**config.mk**
```make
export PLATFORM = sky130hd
export DESIGN_NAME = capture_regs_flat
export DESIGN_NICKNAME = d
export VERILOG_FILES = /design/src/common/capture_pkg.sv /design/src/common/capture_regs_pkg.sv /design/src/common/capture_cfg_if.sv /design/src/verilog/capture_regs.sv /design/src/flat_wrapper.sv
export SDC_FILE = /design/constraint.sdc
export NUM_CORES = 1
export LEC_CHECK = 0
export BUFFER_PORTS_ARGS = -buffer_cell sky130_fd_sc_hd__buf_2
export CAP_MARGIN = 20
export CORE_MARGIN = 2
export CORE_UTILIZATION = 45
export CTS_BUF_LIST = sky130_fd_sc_hd__clkbuf_2
export CTS_CLUSTER_DIAMETER = 50
export DETAILED_ROUTE_END_ITERATION = 8
export GPL_ROUTABILITY_DRIVEN = 0
export PLACE_DENSITY_LB_ADDON = 0.15
export SLEW_MARGIN = 20
export SYNTH_ARGS = -nofsm -noshare
export SYNTH_HDL_FRONTEND = slang
export SYNTH_SLANG_ARGS = --single-unit
```
**constraint.sdc**
```tcl
create_clock -name clk -period 3.7 [get_ports clk]
set_input_delay 1.11 -clock clk [delete_from_list [all_inputs] [get_ports clk]]
set_output_delay 1.11 -clock clk [all_outputs]
set_load 0.05 [all_outputs]
```
**src/common/capture_pkg.sv**
```systemverilog
//////////////////////////////////////////////////////////////////////
// capture datapath definitions
// sizes of channels, samples, stamps and banks, and the stored word
//////////////////////////////////////////////////////////////////////
`default_nettype none

package capture_pkg;

  localparam int CHANNELS        = 4;
  localparam int SAMPLE_WIDTH    = 16;
  localparam int STAMP_WIDTH     = 15;
  localparam int BANK_DEPTH      = 64;
  localparam int BANK_ADDR_WIDTH = 6;
  localparam int CHAN_WIDTH      = 2;

  // bit 31 picks the view
  typedef struct packed {
    logic                    tag;
    logic [STAMP_WIDTH-1:0]  unused;
    logic [SAMPLE_WIDTH-1:0] sample;
  } sample_view_t;

  // first word of a run, stamped with the sample count where it began
  typedef struct packed {
    logic                    tag;
    logic [STAMP_WIDTH-1:0]  stamp;
    logic [SAMPLE_WIDTH-1:0] sample;
  } stamp_view_t;

  typedef union packed {
    sample_view_t sample_view;
    stamp_view_t  stamp_view;
  } capture_word_t;

endpackage

`default_nettype wire

```
**src/common/capture_regs_pkg.sv**
```systemverilog
//////////////////////////////////////////////////////////////////////
// capture register map
// APB offsets and control/status bit positions
//////////////////////////////////////////////////////////////////////
`default_nettype none

package capture_regs_pkg;

  localparam int APB_ADDR_WIDTH = 8;

  localparam logic [APB_ADDR_WIDTH-1:0] ADDR_CTRL        = 8'h00;
  localparam logic [APB_ADDR_WIDTH-1:0] ADDR_STATUS      = 8'h04;
  localparam logic [APB_ADDR_WIDTH-1:0] ADDR_THRESH_BASE = 8'h10;

  // CTRL bits
  localparam int CTRL_START = 0;
  localparam int CTRL_STOP  = 1;

  // STATUS bits with one overflow bit per channel from OVERFLOW_LSB up
  localparam int STATUS_CAPTURING    = 0;
  localparam int STATUS_READING      = 1;
  localparam int STATUS_OVERFLOW_LSB = 4;

endpackage

`default_nettype wire

```
**src/common/capture_cfg_if.sv**
```systemverilog
//////////////////////////////////////////////////////////////////////
// capture configuration bus
// thresholds and start/stop pulses out, capture status back
//////////////////////////////////////////////////////////////////////
`timescale 1ns/1ps
`default_nettype none

interface capture_cfg_if;

  logic [capture_pkg::CHANNELS-1:0][capture_pkg::SAMPLE_WIDTH-1:0] threshold_high;
  logic [capture_pkg::CHANNELS-1:0][capture_pkg::SAMPLE_WIDTH-1:0] threshold_low;
  logic                                                            start;
  logic                                                            stop;

  // status driven by the buffer
  logic                          capturing;
  logic                          reading;
  logic [capture_pkg::CHANNELS-1:0] overflow;

  modport cfg (
    output threshold_high, threshold_low, start, stop,
    input  capturing, reading, overflow
  );

  modport user (
    input  threshold_high, threshold_low, start, stop,
    output capturing, reading, overflow
  );

endinterface

`default_nettype wire

```
**src/verilog/capture_regs.sv**
```systemverilog
//////////////////////////////////////////////////////////////////////
// capture register block
// APB slave with threshold storage, start/stop pulses and status
//////////////////////////////////////////////////////////////////////
`timescale 1ns/1ps
`default_nettype none

module capture_regs (
  input  wire                                        clk,
  input  wire                                        reset,
  input  wire                                        psel,
  input  wire                                        penable,
  input  wire                                        pwrite,
  input  wire [capture_regs_pkg::APB_ADDR_WIDTH-1:0] paddr,
  input  wire [31:0]                                 pwdata,
  output logic [31:0]                                prdata,
  output logic                                       pready,
  output logic                                       pslverr,
  capture_cfg_if.cfg                                 cfg
);

  logic                                        access;
  logic                                        wr_access;
  logic                                        is_ctrl;
  logic                                        is_status;
  logic                                        is_thresh;
  logic [capture_regs_pkg::APB_ADDR_WIDTH-1:0] thresh_offset;
  logic [capture_pkg::CHAN_WIDTH-1:0]          thresh_idx;
  logic [31:0]                                 status;

  assign access    = psel && penable;
  assign wr_access = access && pwrite;

  //////////////////////////////////////////////////////////////////////
  // address decode
  //////////////////////////////////////////////////////////////////////
  assign is_ctrl       = (paddr == capture_regs_pkg::ADDR_CTRL);
  assign is_status     = (paddr == capture_regs_pkg::ADDR_STATUS);
  assign thresh_offset = paddr - capture_regs_pkg::ADDR_THRESH_BASE;
  assign thresh_idx    = thresh_offset[capture_pkg::CHAN_WIDTH+1:2];
  assign is_thresh     = (paddr >= capture_regs_pkg::ADDR_THRESH_BASE) &&
                         (thresh_offset <
                          capture_regs_pkg::APB_ADDR_WIDTH'(4 * capture_pkg::CHANNELS)) &&
                         (paddr[1:0] == 2'b00);

  // every access finishes in its enable phase
  assign pready  = 1'b1;
  assign pslverr = access && !(is_ctrl || is_status || is_thresh);

  always_comb begin
    status                                      = '0;
    status[capture_regs_pkg::STATUS_CAPTURING]  = cfg.capturing;
    status[capture_regs_pkg::STATUS_READING]    = cfg.reading;
    status[capture_regs_pkg::STATUS_OVERFLOW_LSB +: capture_pkg::CHANNELS] = cfg.overflow;
  end

  always_comb begin
    prdata = '0;
    if (is_status) begin
      prdata = status;
    end else if (is_thresh) begin
      prdata = {cfg.threshold_high[thresh_idx], cfg.threshold_low[thresh_idx]};
    end
  end

  always_ff @(posedge clk) begin
    if (reset) begin
      cfg.start          <= 1'b0;
      cfg.stop           <= 1'b0;
      cfg.threshold_high <= '0;
      cfg.threshold_low  <= '0;
    end else begin
      // a new capture can't begin until readout has drained
      cfg.start <= wr_access && is_ctrl && pwdata[capture_regs_pkg::CTRL_START] &&
                   !cfg.reading;
      cfg.stop  <= wr_access && is_ctrl && pwdata[capture_regs_pkg::CTRL_STOP];
      if (wr_access && is_thresh) begin
        cfg.threshold_high[thresh_idx] <= pwdata[31:16];
        cfg.threshold_low[thresh_idx]  <= pwdata[15:0];
      end
    end
  end

endmodule

`default_nettype wire

```
**src/flat_wrapper.sv**
```systemverilog
// flat-port wrapper written by rule: the top's interface ports become plain ports
module capture_regs_flat 
  (clk, reset, psel, penable, pwrite, paddr, pwdata, prdata, pready, pslverr, cfg_threshold_high, cfg_threshold_low, cfg_start, cfg_stop, cfg_capturing, cfg_reading, cfg_overflow);
  capture_cfg_if cfg_i ();
  input  wire clk;
  input  wire reset;
  input  wire psel;
  input  wire penable;
  input  wire pwrite;
  input  wire [capture_regs_pkg::APB_ADDR_WIDTH-1:0] paddr;
  input  wire [31:0] pwdata;
  output logic [31:0] prdata;
  output logic pready;
  output logic pslverr;
  output wire logic [$bits(cfg_i.threshold_high)-1:0] cfg_threshold_high;
  output wire logic [$bits(cfg_i.threshold_low)-1:0] cfg_threshold_low;
  output wire logic [$bits(cfg_i.start)-1:0] cfg_start;
  output wire logic [$bits(cfg_i.stop)-1:0] cfg_stop;
  input wire logic [$bits(cfg_i.capturing)-1:0] cfg_capturing;
  input wire logic [$bits(cfg_i.reading)-1:0] cfg_reading;
  input wire logic [$bits(cfg_i.overflow)-1:0] cfg_overflow;
  assign cfg_threshold_high = cfg_i.threshold_high;
  assign cfg_threshold_low = cfg_i.threshold_low;
  assign cfg_start = cfg_i.start;
  assign cfg_stop = cfg_i.stop;
  assign cfg_i.capturing = cfg_capturing;
  assign cfg_i.reading = cfg_reading;
  assign cfg_i.overflow = cfg_overflow;
  capture_regs u_core (.clk(clk), .reset(reset), .psel(psel), .penable(penable), .pwrite(pwrite), .paddr(paddr), .pwdata(pwdata), .prdata(prdata), .pready(pready), .pslverr(pslverr), .cfg(cfg_i));
endmodule
```
==> results.yml <==
floorplan:
  core_area_um2: 12600
  rows: 41
  io-pin-count: 215
  dieWidth_um: 117
  fp.dieH_um: 117
  dieArea_um2: 13800
  initial_core_util_pct: 46.0
synth:
  synth_seq_cells: 130
  ys_seq_area_share_pct: 45.1
  syn_inst: 694
  ys_types: 26
  syn_avg_cell_area_um2: 8.32
  syn-cell-area_um2: 5780
  ys_warn_count: 0
  syn_nets: 745
setup_path:
  r2r_end: "u_core.cfg.threshold_low[24]$_SDFFE_PP0P_"
  path_common_cell: "buf_2"
  crit_type: "primary input to primary output"
  reg2reg_depth: 2
  crit_chain: "buf_2 > buf_12 > mux4_2 > and3_1 > buf_2"
  cp_slowest_stage_delay_ns: 0.52
  worst_setup_path_end_kind: "primary output"
  crit_arrival_ns: 2.39
  r2r-start: "u_core.cfg.threshold_low[24]$_SDFFE_PP0P_"
  critPathMaxFanout: 23
  cp-start-kind: "primary input"
  cpMaxStageDelayCell: "mux4_2"
  regToRegSetupSlack_ns: 3.02
  crit_required_ns: 2.59
  crit_start: "paddr[2]"
timing:
  finalCritPeriodShare_pct: 94.5
  setup_tns_ns: 0
  setup_viol: 0
  fin_crit_ns: 3.50
  worstMarginPinSlew_ns: 0.795
  fin_skew_ns: 0
  slew_headroom_pct: 47.0
  hold_viol: 0
  fmax_mhz: 286
  slew_violations: 0
  rsz0062_at_grt: "no"
min_path:
  holdPathStages: 2
  min_from: "u_core.cfg.threshold_high[11]$_SDFFE_PP0P_"
  holdPathEnd: "u_core.cfg.threshold_high[11]$_SDFFE_PP0P_"
  hold_path_class: "flip-flop to flip-flop"
clock_network:
  cts-resized-gates: 0
  cts-root-buf: "clkbuf_2"
  post-cts-setup-buffers: 0
  clk_latency_ns: 0.68
  cts.sinks: 130
  cts_tree: "done"
  clock_tree.buffer_depth: 2
  clkTransAtPathRegs_ns: 0.16
  numCtsBuffers: 17
  cts_hold_buffers: 0
  cts_max_level: 4
detailed_routing:
  drt-wirelength-per-cell_um: 16.5
  dr_total_vias: 5739
  wl_um: 17800
  dr.pass1.iters: 5
  dr.first_iter.drc_count: 439
  via_per_inst: 5.32
  postRouteAntennaNets: 0
  drc: 0
layout:
  nets: 943
  final_common_cell: "nand2_1"
  final_cell_mix: "nand2_1, buf_2, a21oi_1"
  final_core_util_pct: 57.2
  drive_above_1_share_pct: 33.1
  area_delta_synth_final_pct: 24.4
place:
  io_buffers: 213
  dp.final_hpwl_um: 12400
power_and_ir_drop:
  power_frac_comb_pct: 6.5
  switchingPower_uw: 599
  irDropWorstVdd_mv: 0.192
  power-per-cell-area_nw_per_um2: 330
  power.internal_uw: 1770
  p_seq_share_pct: 59.2
  leakage_uw: 0.00319
  total_power_uw: 2370
  clkPwrFrac_pct: 34.2
  p_sw_share_pct: 25.3
outcome:
  status: "finished, final reports clean"
global_route:
  grt_max_degree: 75
  grt_pass1_vias: 5331
  grt_pass1_wl_um: 27200
  track_usage_pct: 26.1
  antenna_found_initial: 1
  overflow: 0
job:
  drv_cap: 0
==> state kept, by name (all words and copies together) (netlist names) <==
| register | flops |
|---|---|
| u_core.cfg.threshold_high | 64 |
| u_core.cfg.threshold_low | 64 |
| u_core.cfg.start | 1 |
| u_core.cfg.stop | 1 |
==> per-layer routing <==
layer	part of all wire [%]	vias to the layer above	global-route usage [%]
met4	1.8	0	10.7
met5	0	-	0
met1	42	2699	33.1
met2	48	273	42.9
met3	8.3	31	6.13
li1	-	2736	-
==> cell type report <==
type                       instances  area, µm²
fill                            1148       5380
multi-input combinational        503       2830
sequential                       130       2600
timing repair buffer             239       1310
tap                              172        215
clock inverter                    11        114
clock buffer                      21        105
inverter                           1       3.75
antenna                            1       2.50
==> how the worst max path moves through the flow <==
stage | end | slack [ns] | cells after the start
4_1_cts | prdata[25] | 0.20 | 5
3_5_place_dp | prdata[25] | 0.20 | 5
2_1_floorplan | prdata[28] | 0.1 | 4
5_1_grt | prdata[22] | 0.15 | 5
6_report | prdata[25] | 0.20 | 5
3_3_place_gp | prdata[25] | 0.24 | 5
==> synth_stat cells <==
cell type,count,area share (%)
mux4_2,26,10
nand4_1,3,0.32
nor2_2,1,0.11
inv_1,1,0.065
buf_2,18,1.6
o21a_1,6,0.78
clkbuf_1,28,1.8
nor2b_1,8,0.87
nand4_2,2,0.43
nand2_1,257,17
nor2_1,9,0.58
nor4b_4,1,0.41
dfxtp_1,130,45
nor4b_2,1,0.26
buf_1,1,0.065
o21ai_0,6,0.52
a21oi_1,135,12
and3_1,27,2.9
buf_6,12,2.3
buf_4,1,0.13
mux2i_1,12,2.1
nand2b_1,2,0.22
nor3b_1,1,0.13
and2_1,1,0.11
conb_1,1,0.065
and4_1,4,0.61
==> metrics by stage <==
step | cells | hold slack (ns) | area (µm²) | setup slack (ns)
after floorplan | 694 | 0.675 | 5780 | 0.0999
after global placement | 1045 | 0.448 | 6960 | 0.238
after detailed placement | 1045 | 0.455 | 6960 | 0.203
after CTS | 1077 | 0.476 | 7180 | 0.203
after global routing | 1078 | 0.498 | 7180 | 0.149
final | 1078 | 0.472 | 7180 | 0.202
==> power groups by stage <==
stage | Clock [µW] | Combinational (µW) | Sequential, µW
after CTS | 833 | 154 | 1400
after global routing | 892 | 166 | 1400
after floorplan | 0 | 78.0 | 1430
after detailed placement | 0 | 153 | 1430
final | 811 | 154 | 1400
after global placement | 0 | 150 | 1430
==> kinds of logic after synthesis <==
| kind of cell | synth area share (%) |
|---|---|
| AO/OA/AOI/OAI | 13.0 |
| AND/OR/NAND/NOR | 23.7 |
| other | 0.0649 |
| buffers and inverters | 5.98 |
| flip-flops | 45.1 |
| multiplexers | 12.2 |
==> critical path, delay by kind of cell <==
family                 cells  cell delay, ns
buffers and inverters      3            0.55
multiplexers               1            0.52
AND/OR/NAND/NOR            1            0.20
Note: power is estimated with default switching activity, not from simulation.
